### src/logic/rob_pkg.sv
package rob_pkg;

    ////////////////////
    // basic types
    ////////////////////

    // smaller buffers use only the low bits of the slot index
    typedef logic [5:0] rob_idx_t;
    typedef logic [4:0] areg_t;

    typedef enum logic [1:0] {
        op_add = 2'd0,
        op_sub = 2'd1,
        op_xor = 2'd2,
        op_mul = 2'd3
    } op_e;

    ////////////////////
    // payloads
    ////////////////////

    // front end to dispatch
    typedef struct packed {
        op_e         op;
        areg_t       areg;
        logic [31:0] operand_a;
        logic [31:0] operand_b;
        logic [31:0] pc;
    } front_inst_t;

    // dispatch to one execution lane
    typedef struct packed {
        op_e         op;
        logic [31:0] operand_a;
        logic [31:0] operand_b;
        rob_idx_t    slot;
    } issue_t;

    // one lane of the common data bus
    typedef struct packed {
        logic        valid;
        rob_idx_t    slot;
        logic [31:0] data;
    } cdb_t;

    typedef struct packed {
        areg_t       areg;
        logic [31:0] pc;
    } rob_inst_entry_t;

    typedef struct packed {
        logic [31:0] data;
    } rob_data_entry_t;

    typedef struct packed {
        logic        valid;
        areg_t       areg;
        logic [31:0] data;
        logic [31:0] pc;
    } retire_t;

    // result of one lane operation
    function automatic logic [31:0] alu_result(
        input op_e         op,
        input logic [31:0] operand_a,
        input logic [31:0] operand_b
    );
        case (op)
            op_add:  return operand_a + operand_b;
            op_sub:  return operand_a - operand_b;
            op_xor:  return operand_a ^ operand_b;
            default: return operand_a * operand_b;
        endcase
    endfunction

endpackage

### src/logic/commit_stage.sv
`timescale 1ns/10ps

module commit_stage (
    input  logic                       clk,
    input  logic                       rst_n_i,
    input  logic                       flush_i,

    // buffer head
    input  rob_pkg::retire_t [1:0]     head_entries_i,
    output logic             [1:0]     commit_req_o,

    // retire port
    output rob_pkg::retire_t [1:0]     retire_o,
    output logic                       retire_valid_o,
    input  logic                       retire_ready_i,

    // architectural register read
    input  rob_pkg::areg_t             arf_raddr_i,
    output logic             [31:0]    arf_rdata_o
);

    import rob_pkg::*;

    retire_t [1:0] retire_q;
    logic    [1:0] lane_vld_q;
    logic          can_load;
    logic [31:0]   arf_q [32];

    ////////////////////
    // retire selection
    ////////////////////

    // output register empty or draining this cycle
    assign can_load = !lane_vld_q[0] || retire_ready_i;

    // completed prefix only, so lane 1 never goes without lane 0
    assign commit_req_o[0] = can_load && !flush_i && head_entries_i[0].valid;
    assign commit_req_o[1] = commit_req_o[0] && head_entries_i[1].valid;

    always_ff @(posedge clk) begin
        if (!rst_n_i || flush_i) begin
            lane_vld_q <= '0;
        end else if (can_load) begin
            lane_vld_q <= commit_req_o;
        end
    end

    always_ff @(posedge clk) begin
        if (can_load) begin
            retire_q <= head_entries_i;
        end
    end

    always_comb begin
        for (int k = 0; k < 2; k++) begin
            retire_o[k]       = retire_q[k];
            retire_o[k].valid = lane_vld_q[k];
        end
    end

    assign retire_valid_o = lane_vld_q[0];

    ////////////////////
    // architectural register file
    ////////////////////

    // lane 1 is younger and wins a same-register write
    always_ff @(posedge clk) begin
        if (!rst_n_i) begin
            for (int r = 0; r < 32; r++) begin
                arf_q[r] <= '0;
            end
        end else begin
            for (int k = 0; k < 2; k++) begin
                if (commit_req_o[k]) begin
                    arf_q[head_entries_i[k].areg] <= head_entries_i[k].data;
                end
            end
        end
    end

    assign arf_rdata_o = (arf_raddr_i == areg_t'(0)) ? 32'd0 : arf_q[arf_raddr_i];

endmodule

### config.mk
export PLATFORM = sky130hd
export DESIGN_NAME = commit_stage
export DESIGN_NICKNAME = d
export VERILOG_FILES = /design/src/logic/rob_pkg.sv /design/src/logic/commit_stage.sv
export SDC_FILE = /design/constraint.sdc
export NUM_CORES = 2
export LEC_CHECK = 0
export ABC_AREA = 1
export BUFFER_PORTS_ARGS = -buffer_cell sky130_fd_sc_hd__clkbuf_2
export CAP_MARGIN = 20
export CORE_ASPECT_RATIO = 1.1
export CORE_UTILIZATION = 64
export CTS_BUF_LIST = sky130_fd_sc_hd__clkbuf_4
export CTS_CLUSTER_DIAMETER = 50
export DETAILED_ROUTE_END_ITERATION = 7
export GPL_TIMING_DRIVEN = 1
export PLACE_DENSITY_LB_ADDON = 0.15
export SLEW_MARGIN = 20
export SYNTH_ARGS = -nofsm -noshare
export SYNTH_HDL_FRONTEND = slang
export SYNTH_SLANG_ARGS = --single-unit
### constraint.sdc
create_clock -name clk -period 5.5 [get_ports clk]
set_clock_uncertainty 0.15 [all_clocks]
set_input_delay 1.1 -clock clk [delete_from_list [all_inputs] [get_ports clk]]
set_output_delay 1.1 -clock clk [all_outputs]
set_load 0.05 [all_outputs]
==> run summary <==
Status -> completed
Fillcell total -> 6,622
Critical Path AT -> 3.73 ns
Total clock sinks -> 1,164
Routed WL -> 207 mm
Synth top area share -> 59.6%
Hold EP -> retire_o[138]
Mapped Area -> 58,500 um^2
GP Congestion -> 0.941
Fin crit share -> 90.6%
Clock Path Buffers -> 4
Final routed DRC violation total -> 0
Largest net degree at the start of global routing -> 112
CP Class -> in2out
Crit path required time -> 4.25 ns
Seq/Total Area, Yosys -> 59.7%
Util after Layout -> 72.5%
Most common cell after layout, fill and taps aside -> nand3_1
Core box area -> 89,900 um^2
CTS tree -> done
GRT Residual Overflow -> 0
Die extent in y -> 319 um
Vias in the first global route -> 51,751
Commonest cells after routing, fill and taps aside -> nand3_1, nand2_1, edfxtp_1
Reg2reg end -> arf_q[22][6]
Root Driver -> clkbuf_4
Period minus WS final -> 4.98 ns
Top Ports -> 324
Yosys Warn Count -> 0
Static leakage -> 0.0243 uW
Max cap viols -> 0
1st-iter DRT viols -> 8,584
Post-layout net count -> 6,718
Kind of end point of the critical path -> output pin
Starting density of the core -> 65.1%
Maximum VDD drop -> 297 uV
HPWL Detailed -> 110 mm
Vias per cell -> 6.75
Post-route ant nets -> 0
GR peak layer -> met2
Met2 Resource Use GR -> 67.3%
Worst R2R Start -> lane_vld_q[0]
FMAX -> 201 MHz
Syn Area/Cell -> 9.16 um^2
Final hold vios -> 0
Clock Latency Late Sink -> 1.15 ns
Gr usage total -> 44.0%
Unique cell type count in the Yosys netlist -> 21
Slowest stage delay, CP -> 0.78 ns
R2r setup slk -> 1.86 ns
Post-synthesis register bit count -> 1,164
Syn nets -> 6,535
Met1 usage in global routing -> 54.2%
Die W -> 290 um
Setup violators final -> 0
Share of layout cells above drive strength 1 -> 15.5%
H-tree depth -> 5
Avg WL per Cell -> 26.1 um
Met3 GRT Util -> 12.8%
Clock Pin Slew Worst Setup and Hold Paths -> 0.08 ns
Worst hold start -> head_entries_i[138]
Hold WC Path Type -> in2reg
Setup TNS Final -> 0 ns
First-pass GRT wire length -> 305 mm
Critical Path Start Type -> primary input
Fin. max-slew vios -> 0
Synth area leader -> edfxtp_1
RSZ-0062 raised after global routing -> no
Port-buffer cells -> 323
Synth Instances -> 6,386
Rel. slew slack -> 20.8%
Vias -> 53,389
Die Area -> 92,600 um^2
Worst reg2reg path depth -> 9
Initial antenna violation count -> 7
Slack of the critical path -> 0.516 ns
Hold Path Cell Cnt -> 1
Post-CTS Setup Bufs -> 0
Crit-path max FO -> 81
Worst Tran Pin Value -> 1.19 ns
Critical path cell sequence -> buf_8, inv_8, nand3_2, nand2_1, nor2_1, clkbuf_2
Area Overhead vs Synth -> 11.4%
Setup WS pre-CTS -> 0.715 ns
Slowest CP cell -> nand3_2
Power Density -> 306 nW/um^2
Area contributors post-synth -> edfxtp_1, nand3_1, o21ai_0
Pre-Repair DR Iteration Count -> 7
# rows -> 115
Inserted Clock Buffers -> 312
## through the flow
stage                     area [um^2]  total power (uW)  hold WS (ns)  std cells
after floorplan                 58500             11700         0.536       6386
after global placement          60500             12500         0.309       7320
after detailed placement        60500             12500         0.335       7321
after CTS                       65100             19800       0.00313       7908
after global routing            65200             20500        0.0586       7913
final                           65200             19900         0.108       7914
## sequential cells by signal, indices dropped and copies added, names as in the netlist
register    flops
arf_q        1024
retire_o      138
lane_vld_q      2
## cell usage after synthesis
library cell,instances
clkbuf_1,427
o21ai_0,1062
nand3_1,1730
nand2_1,1292
o21ai_1,43
inv_2,2
dfxtp_1,2
nor3_4,1
buf_4,1
nand2_2,2
nor2_1,238
and3_1,1
a21oi_1,7
clkinv_1,1
nor2_4,4
nand3b_1,32
buf_2,193
inv_1,63
nor3_1,5
edfxtp_1,1162
buf_1,118
## cells by family after synthesis
kind of cell	after synthesis	synth area share [%]
flip-flops	1164	59.7
AND/OR/NAND/NOR	3305	25.2
buffers and inverters	805	5.58
AO/OA/AOI/OAI	1112	9.51
## area by class of cell
type,instances,area (um^2),share of cell area (%)
multi-input combinational,4417,20500,31.4
sequential,1164,34900,53.6
inverter,66,274,0.420
tap,1170,1460,2.25
clock inverter,38,255,0.392
timing repair buffer,608,4410,6.77
clock buffer,448,3360,5.16
antenna,3,7.51,0.0115
## per-layer routing
layer / up-vias / part of all wire (%)
li1: 23077 / -
met1: 24383 / 33
met2: 4905 / 44
met3: 1016 / 16
met4: 8 / 7.4
met5: - / 0.026
## worst max path at each step
| stage | end | slack [ns] | start |
|---|---|---|---|
| 2_1_floorplan | retire_o[0] | 0.98 | retire_ready_i |
| 3_3_place_gp | arf_rdata_o[18] | 0.73 | arf_raddr_i[0] |
| 3_5_place_dp | arf_rdata_o[23] | 0.71 | arf_raddr_i[0] |
| 4_1_cts | arf_rdata_o[23] | 0.71 | arf_raddr_i[0] |
| 5_1_grt | arf_rdata_o[22] | 0.50 | arf_raddr_i[0] |
| 6_report | arf_rdata_o[24] | 0.52 | arf_raddr_i[0] |
## what timing repair did
action / in CTS / in global routing
resized for setup: 0 / 0
hold endpoints to repair: 101 / 0
hold buffers: 101 / 0
## power breakdown
| part | internal (uW) | total [uW] | switching (uW) |
|---|---|---|---|
| registers | 10100 | 10200 | 106 |
| clock network | 3870 | 7450 | 3580 |
| logic | 489 | 2240 | 1750 |
| total | 14500 | 19900 | 5440 |
## critical path: cells and delay by family
family                 cells  cell delay [ns]
AND/OR/NAND/NOR            3             1.53
buffers and inverters      3             0.97
Note: power is estimated with default switching activity, not from simulation.
