### config.mk
export PLATFORM = sky130hd
export DESIGN_NAME = exec_unit
export DESIGN_NICKNAME = d
export VERILOG_FILES = /design/src/logic/rob_pkg.sv /design/src/logic/exec_unit.sv
export SDC_FILE = /design/constraint.sdc
export NUM_CORES = 2
export LEC_CHECK = 0
export ABC_AREA = 1
export BUFFER_PORTS_ARGS = -buffer_cell sky130_fd_sc_hd__buf_2
export CAP_MARGIN = 20
export CORE_AREA = 2 2 259 261
export DETAILED_ROUTE_END_ITERATION = 10
export DIE_AREA = 0 0 261 263
export PLACE_DENSITY = 0.88
export SLEW_MARGIN = 20
export SYNTH_ARGS = -nofsm -noshare
export SYNTH_HDL_FRONTEND = slang
export SYNTH_SLANG_ARGS = --single-unit
### constraint.sdc
create_clock -name clk -period 8.96 [get_ports clk]
set_clock_uncertainty 0.2 [all_clocks]
set_input_delay 0.896 -clock clk [delete_from_list [all_inputs] [get_ports clk]]
set_output_delay 0.896 -clock clk [all_outputs]
set_load 0.02 [all_outputs]
### src/logic/rob_pkg.sv
package rob_pkg;

    ////////////////////
    // basic types
    ////////////////////

    // smaller buffers use only the low bits of the slot index
    typedef logic [5:0] rob_idx_t;
    typedef logic [4:0] areg_t;

    typedef enum logic [1:0] {
        op_add = 2'd0,
        op_sub = 2'd1,
        op_xor = 2'd2,
        op_mul = 2'd3
    } op_e;

    ////////////////////
    // payloads
    ////////////////////

    // front end to dispatch
    typedef struct packed {
        op_e         op;
        areg_t       areg;
        logic [31:0] operand_a;
        logic [31:0] operand_b;
        logic [31:0] pc;
    } front_inst_t;

    // dispatch to one execution lane
    typedef struct packed {
        op_e         op;
        logic [31:0] operand_a;
        logic [31:0] operand_b;
        rob_idx_t    slot;
    } issue_t;

    // one lane of the common data bus
    typedef struct packed {
        logic        valid;
        rob_idx_t    slot;
        logic [31:0] data;
    } cdb_t;

    typedef struct packed {
        areg_t       areg;
        logic [31:0] pc;
    } rob_inst_entry_t;

    typedef struct packed {
        logic [31:0] data;
    } rob_data_entry_t;

    typedef struct packed {
        logic        valid;
        areg_t       areg;
        logic [31:0] data;
        logic [31:0] pc;
    } retire_t;

    // result of one lane operation
    function automatic logic [31:0] alu_result(
        input op_e         op,
        input logic [31:0] operand_a,
        input logic [31:0] operand_b
    );
        case (op)
            op_add:  return operand_a + operand_b;
            op_sub:  return operand_a - operand_b;
            op_xor:  return operand_a ^ operand_b;
            default: return operand_a * operand_b;
        endcase
    endfunction

endpackage

### src/logic/exec_unit.sv
`timescale 1ns/10ps

module exec_unit #(
    parameter int mul_latency = 3
) (
    input  logic                      clk,
    input  logic                      rst_n_i,
    input  logic                      flush_i,

    input  rob_pkg::issue_t [1:0]     issue_i,
    input  logic            [1:0]     issue_valid_i,
    output logic            [1:0]     lane_ready_o,

    // one bus lane per execution lane
    output rob_pkg::cdb_t   [1:0]     cdb_o
);

    import rob_pkg::*;

    localparam int cnt_w = $clog2(mul_latency);

    logic     [1:0]       busy_q;
    logic     [cnt_w-1:0] cnt_q    [2];
    rob_idx_t             slot_q   [2];
    logic     [31:0]      result_q [2];
    logic     [1:0]       done;

    ////////////////////
    // lane state
    ////////////////////

    always_comb begin
        for (int k = 0; k < 2; k++) begin
            done[k]         = busy_q[k] && (cnt_q[k] == '0);
            // idle, or handing its result over this cycle
            lane_ready_o[k] = !busy_q[k] || (cnt_q[k] == '0);
            cdb_o[k].valid  = done[k] && !flush_i;
            cdb_o[k].slot   = slot_q[k];
            cdb_o[k].data   = result_q[k];
        end
    end

    always_ff @(posedge clk) begin
        if (!rst_n_i || flush_i) begin
            busy_q <= '0;
        end else begin
            for (int k = 0; k < 2; k++) begin
                if (issue_valid_i[k]) begin
                    busy_q[k] <= 1'b1;
                end else if (done[k]) begin
                    busy_q[k] <= 1'b0;
                end
            end
        end
    end

    // countdown and result per lane
    always_ff @(posedge clk) begin
        for (int k = 0; k < 2; k++) begin
            if (issue_valid_i[k]) begin
                // alu ops finish after one cycle, mul after mul_latency
                cnt_q[k]    <= (issue_i[k].op == op_mul) ? cnt_w'(mul_latency - 1) : '0;
                slot_q[k]   <= issue_i[k].slot;
                result_q[k] <= alu_result(issue_i[k].op, issue_i[k].operand_a,
                                          issue_i[k].operand_b);
            end else if (busy_q[k] && (cnt_q[k] != '0)) begin
                cnt_q[k] <= cnt_q[k] - cnt_w'(1);
            end
        end
    end

endmodule

==> results.md <==
* Run status: finished clean
* Final count of negative-setup-slack endpoints at 0
* Residual DRC count at 0
* Launching instance or port of the critical path: issue_i[86]
* EDFF count, synth at 80
* Vias per cell at 5.76
* Seq cells post-synth at 82
* Detailed-route wire length at 141000 microns
* Hold crit path type: reg -> reg
* Number of rows in the core area at 94
* Detail-routed net length per standard cell at between 20 and 25 microns
* Via count of the first global-routing pass at 41678
* Clk buf depth at 2
* Post-synth cell types at 50
* Number of buffers inserted by post-CTS setup repair at 0
* Remaining global-route overflow at 0
* Core area at 65600 sq um
* CP required at approximately 8900 ps
* First-pass GRT wire length at 222000 microns
* Hold buffers post-CTS at 0
* RSZ-0062 raised after global routing: no
* Starting utilization of the core area at 0.646
* Number of clock sinks at 82
* Nets at ~7200
* R2R Path Start: cnt_q[1][0]
* Proportion of layout cells with a drive suffix above 1 at 0.0566
* Area of the die at a little under 70000 sq um
* I/O pin count at ~230
* Clock Root Buffer: sky130_fd_sc_hd__clkbuf_16
* Floorplan die height at ~260 microns
* Synthesized instance count at ~5800
* Largest fanout of any net on the critical path at 18
* Length in cells of the worst reg-to-reg path at 6
* Number of inserted filler cells in the final layout at between 5000 and 6000
* Worst Max-Slew Pin Slew at about 950 ps
* Yosys Warn Count at 0
* FF-to-FF End: cnt_q[1][1]
* Proportion of synthesized flip-flops having asynchronous set or reset at 0
* Arrival time of the worst setup path at ~8400 ps
* Endpoints failing hold at 0
* Total Neg Setup Slack at 0 ps
* Final clock period utilization by the worst path at 0.942
* R2r setup slk at between 7000 and 8000 ps
* Crit Path Category: in -> reg
* Starting DRC count in detailed routing at around 4000
* Headroom to the max-slew limit at 0.367
* Placer Congestion at ~1.1
* Worst Setup EP: result_q[0][56]
* Dominant synthesized flop cell: sky130_fd_sc_hd__edfxtp_1
* Detailed-route via count at 38814
* Largest net degree at the start of global routing at 40
* X dimension of the die at 261 microns
* Skew-Pair Late Insertion Delay at around 380 ps
* Minimum clock period at 8440 ps
* Total global-route track usage at 0.424
* Average cell area after synthesis at 7.28 sq um
* Depth of the CTS H-tree at 3
* Clock tree from TritonCTS: built
* Net count after synthesis at 7136
* Number of buffers created by CTS at 9
* Max Slew Vio Count at 0
* Number of routed nets with antenna violations at 0
* Type of destination of the critical path: flip-flop
* Clk pin slew, worst setup/hold paths at roughly 70 ps
* Area Growth Syn to Fin at 4.55%
* Achievable Freq at 118 MHz
* Maximum capacitance violations at 0
* TritonRoute pass-1 iters at 8
* Post-synth design cell area at about 42000 sq um
* Antenna violations before repair at 16
* Worst Setup Start Kind: input pin
* Share of the yosys chip area belonging to registers at 0.0576
* PostCTS Resize Cnt at 0
* Sum of net half-perimeters after detailed placement at roughly 110000 microns
* Count of buffers inserted at the top-level ports at about 230
[sequential cells by signal (all words and copies together), names as in the netlist]
name and count:
busy_q 2, cnt_q 4, result_q 64, slot_q 12
[worst max-delay path, stage by stage]
cell	delay, ps
sky130_fd_sc_hd__buf_2	480
sky130_fd_sc_hd__buf_4	290
sky130_fd_sc_hd__nand2_1	110
sky130_fd_sc_hd__fa_1	470
sky130_fd_sc_hd__inv_1	80
sky130_fd_sc_hd__fa_1	460
sky130_fd_sc_hd__fa_1	580
sky130_fd_sc_hd__inv_1	70
sky130_fd_sc_hd__fa_1	480
sky130_fd_sc_hd__inv_1	60
sky130_fd_sc_hd__fa_1	490
sky130_fd_sc_hd__fa_1	610
sky130_fd_sc_hd__fa_1	460
sky130_fd_sc_hd__fa_1	500
sky130_fd_sc_hd__ha_1	420
sky130_fd_sc_hd__nand3_1	150
sky130_fd_sc_hd__nor3_1	620
sky130_fd_sc_hd__nand4_1	290
sky130_fd_sc_hd__nand3_1	270
sky130_fd_sc_hd__a21o_1	190
sky130_fd_sc_hd__a21oi_1	70
sky130_fd_sc_hd__o21ai_0	160
sky130_fd_sc_hd__nand3_1	130
[through the flow]
step | worst slack (ps) | util | cells | cell area (sq um) | hold WS (ps)
after detailed placement | 330 | 0.671 | 6709 | 44000 | 322
after global placement | 497 | 0.671 | 6709 | 44000 | 309
after CTS | 739 | 0.675 | 6725 | 44300 | 331
after global routing | 407 | 0.675 | 6735 | 44300 | 374
after floorplan | 1540 | - | 5825 | 42400 | 331
final | 516 | 0.676 | 6737 | 44300 | 322
[per-layer routing]
metal / track usage / vias to the layer above / share of wire
li1: - / 17048 / -
met5: 0 / - / 0.00040
met2: 0.681 / 2478 / 0.46
met3: 0.107 / 786 / 0.12
met1: 0.485 / 18492 / 0.33
met4: 0.323 / 10 / 0.095
[worst min-delay path by stage]
stage | from | end | slack [ps] | depth (start not counted)
finish | busy_q[0] | busy_q[0] | 320 | 2
floorplan | cnt_q[0][0] | cnt_q[0][0] | 330 | 1
global route | busy_q[0] | busy_q[0] | 370 | 2
CTS | busy_q[0] | busy_q[0] | 330 | 2
global placement | busy_q[1] | busy_q[1] | 310 | 2
detailed placement | busy_q[0] | busy_q[0] | 320 | 2
[cell usage after synthesis, types with 2 or more instances]
| master | instances | share of area |
|---|---|---|
| sky130_fd_sc_hd__buf_1 | 50 | 0.0044 |
| sky130_fd_sc_hd__xnor2_1 | 52 | 0.011 |
| sky130_fd_sc_hd__o211ai_1 | 13 | 0.0023 |
| sky130_fd_sc_hd__o31ai_1 | 3 | 0.00053 |
| sky130_fd_sc_hd__xor2_1 | 67 | 0.014 |
| sky130_fd_sc_hd__a21o_1 | 31 | 0.0055 |
| sky130_fd_sc_hd__ha_1 | 344 | 0.10 |
| sky130_fd_sc_hd__nand2_2 | 2 | 0.00030 |
| sky130_fd_sc_hd__edfxtp_1 | 80 | 0.057 |
| sky130_fd_sc_hd__nor3_2 | 2 | 0.00047 |
| sky130_fd_sc_hd__nor2_1 | 185 | 0.016 |
| sky130_fd_sc_hd__nand2_1 | 1582 | 0.14 |
| sky130_fd_sc_hd__a21oi_1 | 227 | 0.027 |
| sky130_fd_sc_hd__dfxtp_1 | 2 | 0.00094 |
| sky130_fd_sc_hd__a21boi_0 | 3 | 0.00053 |
| sky130_fd_sc_hd__buf_2 | 17 | 0.0020 |
| sky130_fd_sc_hd__o211a_1 | 2 | 0.00047 |
| sky130_fd_sc_hd__nand3_1 | 188 | 0.022 |
| sky130_fd_sc_hd__a211oi_1 | 3 | 0.00053 |
| sky130_fd_sc_hd__a221oi_1 | 3 | 0.00062 |
| sky130_fd_sc_hd__or2_0 | 2 | 0.00030 |
| sky130_fd_sc_hd__o221ai_1 | 2 | 0.00041 |
| sky130_fd_sc_hd__nand4_1 | 22 | 0.0032 |
| sky130_fd_sc_hd__nor3_1 | 22 | 0.0026 |
| sky130_fd_sc_hd__a31o_2 | 3 | 0.00062 |
| sky130_fd_sc_hd__o221a_2 | 2 | 0.00053 |
| sky130_fd_sc_hd__nand3b_1 | 19 | 0.0034 |
| sky130_fd_sc_hd__nor4_1 | 16 | 0.0024 |
| sky130_fd_sc_hd__fa_1 | 818 | 0.39 |
| sky130_fd_sc_hd__or2_2 | 22 | 0.0032 |
| sky130_fd_sc_hd__clkbuf_1 | 189 | 0.017 |
| sky130_fd_sc_hd__o21ai_1 | 18 | 0.0021 |
| sky130_fd_sc_hd__o21bai_1 | 17 | 0.0030 |
| sky130_fd_sc_hd__inv_2 | 3 | 0.00027 |
| sky130_fd_sc_hd__o21ai_0 | 159 | 0.019 |
| sky130_fd_sc_hd__nor2_2 | 4 | 0.00059 |
| sky130_fd_sc_hd__o21a_1 | 3 | 0.00053 |
| sky130_fd_sc_hd__a31oi_1 | 16 | 0.0024 |
| sky130_fd_sc_hd__o311ai_0 | 2 | 0.00041 |
| sky130_fd_sc_hd__inv_1 | 1620 | 0.14 |
[cell families after synthesis]
kind of cell | count (synthesis) | share of synthesized area
XOR/XNOR | 119 | 0.0246
flip-flops | 82 | 0.0576
AND/OR/NAND/NOR | 2071 | 0.196
AO/OA/AOI/OAI | 511 | 0.0669
adder cells (fa/ha/maj) | 1162 | 0.488
buffers and inverters | 1880 | 0.167
[layout by cell type (no fill, tap or decap), types with 80 or more instances in the layout]
cell type                  instances
sky130_fd_sc_hd__o21ai_0         159
sky130_fd_sc_hd__nor2_1          185
sky130_fd_sc_hd__ha_1            344
sky130_fd_sc_hd__edfxtp_1         80
sky130_fd_sc_hd__nand2_1        1582
sky130_fd_sc_hd__inv_1          1620
sky130_fd_sc_hd__nand3_1         188
sky130_fd_sc_hd__fa_1            818
sky130_fd_sc_hd__buf_2           228
sky130_fd_sc_hd__a21oi_1         227
[layout make-up]
| type | instances | area [sq um] | share of cell area |
|---|---|---|---|
| Inverter | 1624 | 6100 | 0.137 |
| Clock inverter | 6 | 57.6 | 0.00130 |
| Clock buffer | 10 | 229 | 0.00516 |
| Tap cell | 864 | 1080 | 0.0244 |
| Sequential cell | 82 | 2440 | 0.0551 |
| Multi-Input combinational cell | 3863 | 32900 | 0.742 |
| Timing Repair Buffer | 276 | 1510 | 0.0341 |
| Antenna cell | 12 | 30.0 | 0.000677 |
Power is left out: the tool's default activity adds up to more than one toggle a clock period on the data nets, which glitch-free logic cannot reach.
